--- src/ita_pkg.sv ---
/* Shared sizes and types of the tiled linear engine.
   M and N are powers of two. Matrix sizes run from 1 to 255. */
package ita_pkg;

  localparam int unsigned M         = 4;  // rows per tile
  localparam int unsigned N         = 4;  // lanes, inner chunk and tile columns
  localparam int unsigned WI        = 8;  // input and weight elements
  localparam int unsigned WO        = 26; // accumulator, holds the largest inner sum
  localparam int unsigned WB        = 24; // bias value
  localparam int unsigned FifoDepth = 4;  // default rows in flight

  typedef logic [7:0] counter_t;

  typedef enum logic {
    Idle,
    MatMul
  } step_e;

  typedef struct packed {
    logic              start;       // one-cycle pulse, taken in Idle only
    counter_t          seq_length;
    counter_t          embed_size;
    counter_t          proj_space;
    logic [7:0]        eps_mult;    // unsigned multiplier
    logic [4:0]        right_shift;
    logic signed [7:0] add;
  } ctrl_t;

  typedef logic [N-1:0][WI-1:0] inp_t;

  // lane j holds the weights of output column j, index k is the inner position
  typedef logic [N-1:0][N-1:0][WI-1:0] weight_t;

  typedef logic [N-1:0][WB-1:0] bias_t;

  typedef logic [N-1:0][WO-1:0] acc_t;

  typedef logic [N-1:0][WI-1:0] oup_t;

  // travels with each result row
  typedef struct packed {
    logic     valid;
    counter_t row;        // global row index
    counter_t col_base;   // global index of lane 0
    logic     last_inner;
  } pos_t;

endpackage

--- src/ita_requant_oup.sv ---
/* Bias add, requant to int8, padding mask and output FIFO.
   Round half up is applied only for a nonzero shift. No overflow check,
   the controller keeps at most FifoDepth rows in flight. */
module ita_requant_oup
  import ita_pkg::*;
#(
  parameter int unsigned FifoDepth = ita_pkg::FifoDepth
) (
  input  logic  clk_i,
  input  logic  rst_ni,
  input  ctrl_t ctrl_i,
  input  pos_t  pos_i,
  input  acc_t  acc_i,
  input  bias_t bias_i,
  output oup_t  oup_o,
  output logic  oup_valid_o,
  input  logic  oup_ready_i,
  output logic  oup_pop_o
);

  localparam int unsigned PtrW = (FifoDepth > 1) ? $clog2(FifoDepth) : 1;
  localparam int unsigned CntW = $clog2(FifoDepth + 1);
  localparam int unsigned SumW = ((WO > WB) ? WO : WB) + 1;
  localparam int unsigned MulW = SumW + 9 + 1; // headroom for the rounding add

  bias_t           bias_q;
  oup_t            res;
  oup_t            mem_q [FifoDepth];
  logic [PtrW-1:0] wr_ptr_q, rd_ptr_q;
  logic [CntW-1:0] cnt_q;
  logic            push, pop;

  logic signed [SumW-1:0] biased;
  logic signed [MulW-1:0] scaled, rounded, summed;

  function automatic logic [PtrW-1:0] next_ptr(logic [PtrW-1:0] ptr);
    return (ptr == PtrW'(FifoDepth - 1)) ? '0 : ptr + 1'b1;
  endfunction

  always_ff @(posedge clk_i) begin
    bias_q <= bias_i; // bias of the beat before, lines up with acc_i
  end

  always_comb begin
    for (int i = 0; i < N; i++) begin
      biased  = SumW'($signed(acc_i[i])) + SumW'($signed(bias_q[i]));
      scaled  = MulW'(biased) * $signed({1'b0, ctrl_i.eps_mult});
      rounded = scaled;
      if (ctrl_i.right_shift != '0) begin
        rounded = scaled + (MulW'(1) <<< (ctrl_i.right_shift - 5'd1));
      end
      summed = (rounded >>> ctrl_i.right_shift) + MulW'($signed(ctrl_i.add));
      if (summed > 127) begin
        res[i] = 8'h7f;
      end else if (summed < -128) begin
        res[i] = 8'h80;
      end else begin
        res[i] = summed[WI-1:0];
      end
      // zero the padding outside the matrix
      if ((pos_i.row >= ctrl_i.seq_length) ||
          (({1'b0, pos_i.col_base} + 9'(i)) >= {1'b0, ctrl_i.proj_space})) begin
        res[i] = '0;
      end
    end
  end

  assign push        = pos_i.valid && pos_i.last_inner;
  assign oup_valid_o = (cnt_q != '0);
  assign pop         = oup_valid_o && oup_ready_i;
  assign oup_pop_o   = pop;
  assign oup_o       = mem_q[rd_ptr_q];

  always_ff @(posedge clk_i) begin
    if (push) begin
      mem_q[wr_ptr_q] <= res;
    end
  end

  always_ff @(posedge clk_i or negedge rst_ni) begin
    if (!rst_ni) begin
      wr_ptr_q <= '0;
      rd_ptr_q <= '0;
      cnt_q    <= '0;
    end else begin
      if (push) begin
        wr_ptr_q <= next_ptr(wr_ptr_q);
      end
      if (pop) begin
        rd_ptr_q <= next_ptr(rd_ptr_q);
      end
      case ({push, pop})
        2'b10:   cnt_q <= cnt_q + 1'b1;
        2'b01:   cnt_q <= cnt_q - 1'b1;
        default: cnt_q <= cnt_q;
      endcase
    end
  end

endmodule

--- config.mk ---
export PLATFORM = sky130hd
export DESIGN_NAME = ita_requant_oup
export DESIGN_NICKNAME = d
export VERILOG_FILES = /design/src/ita_pkg.sv /design/src/ita_requant_oup.sv
export SDC_FILE = /design/constraint.sdc
export NUM_CORES = 2
export LEC_CHECK = 0
export BUFFER_PORTS_ARGS = -buffer_cell sky130_fd_sc_hd__buf_4
export CAP_MARGIN = 25
export CELL_PAD_IN_SITES_DETAIL_PLACEMENT = 1
export CELL_PAD_IN_SITES_GLOBAL_PLACEMENT = 1
export CORE_MARGIN = 3
export CORE_UTILIZATION = 50
export CTS_BUF_LIST = sky130_fd_sc_hd__clkbuf_8
export DETAILED_ROUTE_END_ITERATION = 8
export PLACE_DENSITY = 0.82
export SLEW_MARGIN = 0
export SYNTH_ARGS = -nofsm -noshare
export SYNTH_HDL_FRONTEND = slang
export SYNTH_SLANG_ARGS = --single-unit
--- constraint.sdc ---
create_clock -name clk_i -period 14.6 [get_ports clk_i]
set_input_delay 2.92 -clock clk_i [delete_from_list [all_inputs] [get_ports clk_i]]
set_output_delay 2.92 -clock clk_i [all_outputs]
set_load 0.02 [all_outputs]
==> results.cfg, run 1 <==
[floorplanning]
ios = 301
die_x_um = 378
die_y_um = 378
fp-row-count = 135
start_util = 0.507

[synthesis]
netlist_area_mm2 = 0.0691
synth_seq_cells = 231
synth.area.top_cells = fa_1 (20%), ha_1 (13%), inv_1 (5.6%)
synth_nets = 10354
synth-main-ff-cell = edfxtp_1
yosysWarningCount = 0
avgSynthCellArea_um2 = 7.96
synth_edf_count = 128
yosys.area.top_type = fa_1
synth_cell_types = 111
synth_cells = 8683
ys_seq_area_frac = 0.0859
async_flop_share = 0.0303
synth_top_cell_area_share = 0.198

[clock_tree]
postCtsHoldBufs = 0
h-tree-depth = 2
post_cts_buffers = 242
cts-resized-gates = 780
cts_buffers = 45
cts_root_buf = clkbuf_8
clockBufferDepth = 3
cts.sinks = 231

[place]
portBuffers = 291
hpwl_um = 277000
gp_congestion = 0.994
placedCellCount = 12533

[status]
stop_stage = clock tree synthesis (4_1_cts)
error_line = [ERROR DPL-0033] detailed placement checks failed during check placement.
outcome = stopped before the end
cell families after synthesis:
family	count (synthesis)	share of synthesized area
xor+xnor	461	0.0584
fa+ha+maj	1404	0.329
mux	264	0.0490
buf+inv	1405	0.0764
simple gates	2751	0.196
compound gates	2167	0.206
flops	231	0.0859
per-stage QoR:
stage                     setup WS (ns)  cell area (µm²)  hold slack, ns
after floorplan                  -0.686            70400           0.435
after global placement            -1.89            89400           0.453
after detailed placement          -3.05            89500           0.467
Yosys cell counts (180+ instances only):
cell type	number
clkbuf_1	316
o21ai_0	382
xnor2_1	319
nor2_1	520
fa_1	685
nand3_1	180
inv_1	1039
nand2_1	864
and2_1	526
a21oi_1	622
a21o_1	221
ha_1	719
==> run 2: changes to the inputs <==
--- a/config.mk
+++ b/config.mk
@@ -7,13 +7,10 @@
 export LEC_CHECK = 0
 export BUFFER_PORTS_ARGS = -buffer_cell sky130_fd_sc_hd__buf_4
 export CAP_MARGIN = 25
-export CELL_PAD_IN_SITES_DETAIL_PLACEMENT = 1
-export CELL_PAD_IN_SITES_GLOBAL_PLACEMENT = 1
 export CORE_MARGIN = 3
-export CORE_UTILIZATION = 50
-export CTS_BUF_LIST = sky130_fd_sc_hd__clkbuf_8
+export CORE_UTILIZATION = 35
 export DETAILED_ROUTE_END_ITERATION = 8
-export PLACE_DENSITY = 0.82
+export PLACE_DENSITY_LB_ADDON = 0.15
 export SLEW_MARGIN = 0
 export SYNTH_ARGS = -nofsm -noshare
 export SYNTH_HDL_FRONTEND = slang
==> run 2 against run 1 <==
Against the previous run: the flow now finishes, with violations (setup timing); synthesized cell count stayed put; synthesized area stayed put.
==> results.cfg, run 2 <==
[timing]
setup_slack_ns = -0.925
holdWs_ns = 0.473
max_freq_mhz = 64.4
setup_viol = 124
hold_viol_final = 0
timing.final.crit_share = 1.06
rsz0062_at_grt = yes
slew_headroom = 0.183
worst_pin_slew_ns = 1.22
min_period_ns = 15.52
slew_viol_final = 0
skew_ns = 0.0223

[synthesis]
avgSynthCellArea_um2 = 7.96
synth.most_common_cell = inv_1
yosys.area.top_type = fa_1
synth_cells = 8683
synth_nets = 10354
synth_seq_cells = 231
synth_edf_count = 128
synth_cell_types = 111
ys_seq_area_frac = 0.0859
synth_top_cell_area_share = 0.198
async_flop_share = 0.0303
synth.area.top_cells = fa_1 (20%), ha_1 (13%), inv_1 (5.6%)
synth-main-ff-cell = edfxtp_1
yosysWarningCount = 0
netlist_area_mm2 = 0.0691
synth_common_cells = inv_1 (1039), nand2_1 (864), ha_1 (719)

[layout]
final_cell_mix = buf_4 (2534), inv_1 (1030), nand2_1 (855)
layout-drive-gt1-share = 0.301
utilization = 0.484
largest_reg_flops = 128
largest_registers = mem_q: 128 flops, bias_q: 96 flops, cnt_q: 3 flops
mostFrequentLayoutCell = buf_4
final_nets = 12581
fillers = 19188
regMostFlops = mem_q
layout-area-overhead-vs-synth_pct = 37.0
stdcell_area_mm2 = 0.0947

[clock_tree]
cts_buffers = 30
clockBufferDepth = 3
clkSlewWorstSetupHoldPaths_ns = 0.06
postCtsHoldBufs = 0
h-tree-depth = 1
clock_latency_ns = 0.66
tritoncts = built
cts_root_buf = clkbuf_16
cts.sinks = 231

[place]
postPlaceCellArea_mm2 = 0.0911
portBuffers = 291
hpwl_um = 204000
gp_congestion = 0.989
dp_slack_ns = -2.26

[floorplanning]
die-area_mm2 = 0.203
die_x_um = 450
core-area_mm2 = 0.196
fp-row-count = 162
start_util = 0.353
die_y_um = 450
ios = 301

[worst_setup_path]
regToRegSetupSlack_ns = 0.96
critPathRequiredTime_ns = 14.98
critPathMaxStageDelay_ns = 0.53
crit_arrival_ns = 15.91
r2r_cells = 63
worst_path_most_repeated_cell = buf_4
worst-path-max-fanout = 7
critPathKind = input pin to register
r2r_start = bias_q[24]
endpoint_kind = register
rr_endpoint = mem_q[1][13]
cp_slowest_cell = fa_1
start_kind = input pin

[min_path]
worstHoldStart = cnt_q[2]
holdCritPathClass = register to register
worstHoldEndpoint = cnt_q[2]
min_path_cells = 1

[global_routing]
globalRouteMet2Util = 0.374
grt_pass1_wl_um = 386000
grt_max_degree = 100
grt_pass1_vias = 70204
antenna_found_initial = 2
grt_overflow = 0
grtUsageTotal = 0.234
global_route.peak_usage_layer = met2
grt_use_met1 = 0.341
use_met3 = 0.0197

[drt]
drtIter0Drc = 4489
routed_wl_um = 243000
drc = 0
vias_per_cell = 5.18
first_pass_iters = 6
wl_per_cell_um = 17.9
num_vias = 70177
antenna_left = 0

[job]
drv_cap = 0

[status]
violations = setup timing
outcome = finished, violations left
-- run 2: cell counts after synthesis --
No cell type changed its count.
-- run 2: worst max path at each step --
stage	slack (ns)	end	from	cells after the start
floorplan	-0.69	mem_q[0][24]	acc_i[78]	53
global placement	-2.17	mem_q[0][25]	acc_i[78]	59
detailed placement	-2.26	mem_q[1][26]	acc_i[78]	59
CTS	-0.93	mem_q[1][13]	acc_i[26]	58
global route	-1.51	mem_q[0][10]	acc_i[26]	61
finish	-0.92	mem_q[1][13]	acc_i[26]	64
-- run 2: logic make-up after synthesis --
kind of cell               after synthesis  share of synthesized area
buffers and inverters                 1405                     0.0764
xor gates and xnor gates               461                     0.0584
and+or+nand+nor                       2751                      0.196
adders and majority gates             1404                      0.329
DFF                                    231                     0.0859
muxes                                  264                     0.0490
AOI/OAI and AO/OA                     2167                      0.206
-- run 2: final cells by class --
type	count	area [µm²]	share of cell area
clock buffer	33	762	0.00805
multi-input combinational	7047	61100	0.645
tap	2624	3280	0.0347
clock inverter	22	294	0.00310
sequential	231	5940	0.0628
antenna	2	5.00	0.0000528
timing repair buffer	2558	19400	0.205
inverter	1042	3920	0.0414
-- run 2: routing by layer --
layer	up-vias	routed length (µm)
met4	0	5720
met2	1541	108000
met1	33974	118000
met5	-	0
li1	34442	-
met3	220	11300
-- run 2: repair_timing --
item,in CTS,in global routing
hold endpoints to repair,0,0
pin swaps,66,125
setup endpoints to repair,128,128
setup buffers,33,28
cloned,0,0
gates resized for setup,132,258
-- run 2: per-stage QoR --
step                instances  setup TNS (ns)
global placement        13441         -215.68
finish                  13559          -87.94
detailed placement      13441         -229.55
global route            13558         -160.30
floorplan                8683          -31.94
CTS                     13528         -103.25
-- run 2: worst max-delay path: cells and delay by family --
| family | cells | cell delay (ns) |
|---|---|---|
| fa+ha+maj | 9 | 3.07 |
| compound gates | 28 | 5.25 |
| buf+inv | 10 | 1.45 |
| xor+xnor | 3 | 0.51 |
| simple gates | 14 | 2.65 |
Power of run 2 is not shown: default switching activity piles up to over one toggle a cycle in this logic, so the estimate is an artifact.
