File: config.mk
export PLATFORM = sky130hd
export DESIGN_NAME = ita_controller
export DESIGN_NICKNAME = d
export VERILOG_FILES = /design/src/ita_pkg.sv /design/src/ita_controller.sv
export SDC_FILE = /design/constraint.sdc
export NUM_CORES = 1
export LEC_CHECK = 0
export ABC_AREA = 0
export ABC_CLOCK_PERIOD_IN_PS = 3800
export BUFFER_PORTS_ARGS = -buffer_cell sky130_fd_sc_hd__buf_2
export CAP_MARGIN = 30
export CORE_MARGIN = 5
export CORE_UTILIZATION = 30
export DETAILED_ROUTE_END_ITERATION = 12
export PLACE_DENSITY = 0.52
export REMOVE_ABC_BUFFERS = 1
export SLEW_MARGIN = 20
export SYNTH_ARGS = -nofsm -noshare
export SYNTH_HDL_FRONTEND = slang
export SYNTH_SLANG_ARGS = --single-unit
export TNS_END_PERCENT = 5
File: constraint.sdc
create_clock -name clk_i -period 3.8 [get_ports clk_i]
set_input_delay 0.95 -clock clk_i [delete_from_list [all_inputs] [get_ports clk_i]]
set_output_delay 0.95 -clock clk_i [all_outputs]
set_load 0.01 [all_outputs]
File: src/ita_pkg.sv
/* Shared sizes and types of the tiled linear engine.
   M and N are powers of two. Matrix sizes run from 1 to 255. */
package ita_pkg;

  localparam int unsigned M         = 4;  // rows per tile
  localparam int unsigned N         = 4;  // lanes, inner chunk and tile columns
  localparam int unsigned WI        = 8;  // input and weight elements
  localparam int unsigned WO        = 26; // accumulator, holds the largest inner sum
  localparam int unsigned WB        = 24; // bias value
  localparam int unsigned FifoDepth = 4;  // default rows in flight

  typedef logic [7:0] counter_t;

  typedef enum logic {
    Idle,
    MatMul
  } step_e;

  typedef struct packed {
    logic              start;       // one-cycle pulse, taken in Idle only
    counter_t          seq_length;
    counter_t          embed_size;
    counter_t          proj_space;
    logic [7:0]        eps_mult;    // unsigned multiplier
    logic [4:0]        right_shift;
    logic signed [7:0] add;
  } ctrl_t;

  typedef logic [N-1:0][WI-1:0] inp_t;

  // lane j holds the weights of output column j, index k is the inner position
  typedef logic [N-1:0][N-1:0][WI-1:0] weight_t;

  typedef logic [N-1:0][WB-1:0] bias_t;

  typedef logic [N-1:0][WO-1:0] acc_t;

  typedef logic [N-1:0][WI-1:0] oup_t;

  // travels with each result row
  typedef struct packed {
    logic     valid;
    counter_t row;        // global row index
    counter_t col_base;   // global index of lane 0
    logic     last_inner;
  } pos_t;

endpackage

File: src/ita_controller.sv
/* Tile sequencer. ctrl_i must stay stable while busy_o is high and the
   producer must follow the beat order tile_y, tile_x, inner, row. */
module ita_controller
  import ita_pkg::*;
#(
  parameter int unsigned FifoDepth = ita_pkg::FifoDepth
) (
  input  logic     clk_i,
  input  logic     rst_ni,
  input  ctrl_t    ctrl_i,
  input  logic     inp_valid_i,
  input  logic     weight_valid_i,
  input  logic     bias_valid_i,
  input  logic     oup_pop_i,
  output logic     inp_ready_o,
  output logic     weight_ready_o,
  output logic     bias_ready_o,
  output logic     calc_en_o,
  output logic     first_inner_o,
  output counter_t row_o,
  output pos_t     pos_o,
  output logic     busy_o
);

  localparam int unsigned OngW = $clog2(FifoDepth + 1);

  step_e           step_d, step_q;
  counter_t        row_d, row_q;
  counter_t        inner_d, inner_q;
  counter_t        tile_x_d, tile_x_q;
  counter_t        tile_y_d, tile_y_q;
  logic [OngW-1:0] ongoing_d, ongoing_q;
  pos_t            pos_d, pos_q;

  counter_t tiles_s, tiles_e, tiles_p;
  logic     stall, last_row, last_inner, row_done;

  function automatic counter_t ceil_div(counter_t n, int unsigned d);
    logic [8:0] sum;
    sum = {1'b0, n} + 9'(d - 1); // 9 bits, 255 plus d-1 must not wrap
    return counter_t'(sum / 9'(d));
  endfunction

  assign tiles_s = ceil_div(ctrl_i.seq_length, M);
  assign tiles_e = ceil_div(ctrl_i.embed_size, N);
  assign tiles_p = ceil_div(ctrl_i.proj_space, N);

  assign stall         = (ongoing_q >= OngW'(FifoDepth)); // output FIFO could fill up
  assign last_row      = (row_q == counter_t'(M - 1));
  assign last_inner    = (inner_q == tiles_e - 8'd1);
  assign row_done      = calc_en_o && last_inner;
  assign first_inner_o = (inner_q == '0);
  assign row_o         = row_q;
  assign pos_o         = pos_q;
  assign busy_o        = (step_q != Idle) || (ongoing_q != '0);

  always_comb begin
    step_d         = step_q;
    row_d          = row_q;
    inner_d        = inner_q;
    tile_x_d       = tile_x_q;
    tile_y_d       = tile_y_q;
    ongoing_d      = ongoing_q;
    inp_ready_o    = 1'b0;
    weight_ready_o = 1'b0;
    bias_ready_o   = 1'b0;
    calc_en_o      = 1'b0;

    // cross-valid handshake
    if (step_q == MatMul && !stall) begin
      inp_ready_o    = weight_valid_i;
      weight_ready_o = inp_valid_i;
      bias_ready_o   = weight_valid_i;
      calc_en_o      = inp_valid_i && weight_valid_i && bias_valid_i;
    end

    case (step_q)
      Idle: begin
        row_d    = '0;
        inner_d  = '0;
        tile_x_d = '0;
        tile_y_d = '0;
        if (ctrl_i.start) begin
          step_d = MatMul;
        end
      end
      MatMul: begin
        if (calc_en_o) begin
          row_d = row_q + 8'd1;
          if (last_row) begin // end of inner chunk
            row_d   = '0;
            inner_d = inner_q + 8'd1;
            if (last_inner) begin // end of tile
              inner_d  = '0;
              tile_x_d = tile_x_q + 8'd1;
              if (tile_x_q == tiles_p - 8'd1) begin
                tile_x_d = '0;
                tile_y_d = tile_y_q + 8'd1;
                if (tile_y_q == tiles_s - 8'd1) begin // last beat of the job
                  tile_y_d = '0;
                  step_d   = Idle;
                end
              end
            end
          end
        end
      end
    endcase

    // rows taken but not yet popped
    if (row_done && !oup_pop_i) begin
      ongoing_d = ongoing_q + 1'b1;
    end else if (oup_pop_i && !row_done) begin
      ongoing_d = ongoing_q - 1'b1;
    end

    pos_d.valid      = calc_en_o;
    pos_d.row        = counter_t'(tile_y_q * M) + row_q;
    pos_d.col_base   = counter_t'(tile_x_q * N);
    pos_d.last_inner = last_inner;
  end

  always_ff @(posedge clk_i or negedge rst_ni) begin
    if (!rst_ni) begin
      step_q    <= Idle;
      row_q     <= '0;
      inner_q   <= '0;
      tile_x_q  <= '0;
      tile_y_q  <= '0;
      ongoing_q <= '0;
      pos_q     <= '0;
    end else begin
      step_q    <= step_d;
      row_q     <= row_d;
      inner_q   <= inner_d;
      tile_x_q  <= tile_x_d;
      tile_y_q  <= tile_y_d;
      ongoing_q <= ongoing_d;
      pos_q     <= pos_d; // aligned with the array result
    end
  end

endmodule

==> results.py <==
metrics = {
    "power": {
        "switchingPower_w": 0.0004861,
        "p_leak_nw": 2.050,
        "p_clk_share_pct": 29.9,
        "pwr-share-seq_pct": 44.3,
        "swShare_pct": 31.27,
        "p_int_w": 0.001068,
        "ir_worst_vdd_v": 0.0001679,
        "combinationalPowerShare_pct": 25.8,
        "p_per_area_nw_per_um2": 356.2,
    },
    "floorplanning": {
        "row_count": 40,
        "dieArea_um2": 14380,
        "dieWidth_um": 119.9,
        "ioPinCount": 84,
        "core-area_um2": 11910,
        "die_h_um": 119.9,
        "start_util_pct": 30.42,
    },
    "placed_design": {
        "portBuffers": 60,
        "dp.cells": 606,
        "globalplace.congestion": 0.7714,
        "hpwl_mm": 6.781,
    },
    "routing": {
        "wirelength_mm": 8.745,
        "via_per_inst": 5.093,
        "drcViolationCount": 0,
        "first_pass_iters": 4,
        "avgRoutedWirePerCell_um": 14.22,
        "vias": 3132,
        "postRouteAntennaNets": 0,
        "drtIter0Drc": 181,
    },
    "synthesis": {
        "syn_inst": 391,
        "synth_area_per_cell_um2": 9.267,
        "yosys_warnings": 0,
        "synthArstFlopShare_pct": 100.0,
        "yosysSeqAreaShare_pct": 35.91,
        "yosys_most_used_dff": "dfrtp_1",
        "synth_top_area_share_pct": 35.91,
        "synth-seq-cells": 52,
        "synth_area_um2": 3623,
        "synthTopCellsByArea": "dfrtp_1 36%, xnor2_1 5.8%, xor2_1 5.6%",
        "synth_edf_count": 0,
        "synth_top_area_cell": "dfrtp_1",
        "yosys.cell_types.count": 69,
    },
    "timing": {
        "max_freq_mhz": 281.2,
        "relSlewSlack_pct": 50.29,
        "setup_violations": 0,
        "holdWs_ns": 0.4579,
        "tightest_slew_ns": 0.7456,
        "fin_crit_ns": 3.556,
        "slew_violations": 0,
        "clock_skew_ns": 0.008636,
        "hold_viol_final": 0,
        "rsz0062_at_grt": "no",
        "min_period_over_period_pct": 93.59,
    },
    "grt": {
        "grt_pass1_vias": 3168,
        "overflow": 0,
        "grt_pass1_wl_mm": 15.01,
        "antenna_found_initial": 0,
        "gr-usage-all-layers_pct": 12.51,
        "grt_max_degree": 35,
    },
    "finish": {
        "fin_util_pct": 36.64,
        "diodes": 0,
        "fin_nets": 535,
        "layout_common_cells": "60 x buf_2, 52 x dfrtp_1, 41 x nand2_1",
        "layout_commonest_cell": "buf_2",
        "syn2layout_area_growth_pct": 20.44,
        "layout-drive-gt1-share_pct": 23.29,
        "finish.cell_count_without_fillers": 615,
    },
    "clock_network": {
        "htree_num_levels": 2,
        "max-clock-path-buffers": 2,
        "cts_buffers": 5,
        "clk_latency_ns": 0.29,
        "cts-root-buf": "clkbuf_16",
        "cts_tree": "done",
        "path_clk_slew_ns": 0.07,
        "numClockSinks": 52,
        "ctsHoldBuffers": 0,
    },
    "worst_setup_path": {
        "path_buf_inv": 3,
        "cpMaxStageDelayCell": "fa_1",
        "crit_type": "input pin to register",
        "cp_data_required_time_ns": 4.01,
        "cp.arrival_ns": 3.77,
        "cp_max_fo": 3,
        "cp_top_family": "simple AND/OR/NAND/NOR gates",
        "worst_setup_path_end_kind": "register",
        "slowest_delay_ns": 0.38,
        "start_kind": "input pin",
        "crit_chain": "buf_2 > or3_1 > nand2_1 > ha_1 > buf_4 > nor4_1 > or3_1 > a21oi_2 > o211ai_1 > nor2_1 > ha_1 > inv_1 > fa_1 > xor2_1 > nor2_1 > xor2_1",
    },
    "worst_hold_path": {
        "hp-class": "register to register",
    },
    "status": {
        "status": "complete, no violations",
    },
    "flow_run": {
        "max_cap_viol_count": 0,
    },
}
==> through the flow <==
step / area [um^2] / total power (W) / setup slack [ns] / setup TNS (ns)
2_1_floorplan: 3548 / 0.0009314 / -0.04531 / -0.04531
3_3_place_gp: 4190 / 0.001088 / -0.08866 / -0.1254
3_5_place_dp: 4190 / 0.001102 / -0.1298 / -0.2141
4_1_cts: 4344 / 0.001575 / 0.1462 / 0
5_1_grt: 4364 / 0.001670 / 0.01449 / 0
6_report: 4364 / 0.001554 / 0.2437 / 0
==> synthesized netlist by cell type, types with 7 or more instances <==
| cell type | n |
|---|---|
| nand2b_1 | 7 |
| nand4_1 | 7 |
| o21ai_0 | 15 |
| nand2_1 | 41 |
| dfrtp_1 | 52 |
| inv_1 | 15 |
| nor2_1 | 24 |
| xnor2_1 | 24 |
| xor2_1 | 23 |
| ha_1 | 14 |
| a21oi_1 | 18 |
| nand3_1 | 19 |
| and3_1 | 9 |
| nor3_1 | 8 |
==> cell families after synthesis <==
| kind of cell | synth area share [%] |
|---|---|
| multiplexers | 1.968 |
| flip-flops | 35.91 |
| AND/OR/NAND/NOR | 23.72 |
| other | 0.1035 |
| AO/OA/AOI/OAI | 15.92 |
| adder cells (fa/ha/maj) | 5.939 |
| XOR/XNOR | 12.60 |
| buffers and inverters | 3.833 |
==> what timing repair did <==
| action | 4_1_cts | 5_1_grt |
|---|---|---|
| setup endpoints to repair | 0 | 2 |
| endpoints found under the hold margin | 0 | 0 |
| setup buffers | 0 | 1 |
| gates resized for setup | 0 | 3 |
==> registers in the layout, summed over array words and instances (netlist names) <==
| signal | cells |
|---|---|
| row_o | 8 |
| tile_y_q | 8 |
| step_q | 1 |
| ongoing_q | 3 |
| tile_x_q | 8 |
| inner_q | 8 |
| pos_o | 16 |
==> power by group through the flow <==
stage | Combinational, W | Clock (W) | Sequential, W
after floorplan | 0.000228 | 0 | 0.000703
after global placement | 0.000391 | 0 | 0.000697
after detailed placement | 0.000403 | 0 | 0.000699
after CTS | 0.000405 | 0.000482 | 0.000688
after global routing | 0.000458 | 0.000510 | 0.000703
final | 0.000401 | 0.000465 | 0.000688
==> area by class of cell <==
class | count | area (um^2)
Tap cell | 147 | 183.9
Sequential cell | 52 | 1301
Multi-Input combinational cell | 310 | 2200
Timing Repair Buffer | 82 | 465.4
Clock inverter | 2 | 15.01
Inverter | 16 | 60.06
Fill cell | 1227 | 7547
Clock buffer | 6 | 138.9
==> routing by layer <==
layer	vias up	track usage (%)	wire length, um	share of wire, %
li1	1563	-	-	-
met1	1492	16.64	4182	48
met2	67	20.62	4032	46
met3	10	2.875	438	5.0
met4	0	3.078	93	1.1
met5	-	0	0	0
==> path summary, 6_finish.rpt <==
path / startpoint / end / slack, ns / cells past startpoint
setup / recovery: ctrl_i[30] / ongoing_q[2]$_DFFE_PN0P_ / 0.24 / 16
hold / removal: row_o[1]$_DFFE_PN0P_ / pos_o[10]$_DFF_PN0_ / 0.46 / 0
setup reg to reg: row_o[0]$_DFFE_PN0P_ / tile_y_q[5]$_DFFE_PN0P_ / 1.09 / 8
hold reg to reg: row_o[1]$_DFFE_PN0P_ / pos_o[10]$_DFF_PN0_ / 0.46 / 0
max in group asynchronous: rst_ni / tile_x_q[7]$_DFFE_PN0P_ / 2.32 / 2
min in group asynchronous: rst_ni / inner_q[7]$_DFFE_PN0P_ / 0.73 / 1
==> worst register-to-register path, stage by stage (launching register included) <==
cell and delay (ns):
dfrtp_1 0.43, ha_1 0.25, nor4b_1 0.34, nand2_1 0.20, nor2_1 0.36, o2111ai_4 0.28, buf_4 0.24, o311ai_0 0.35
o21ai_1 0.12
Power figures use the tool's default switching activity.
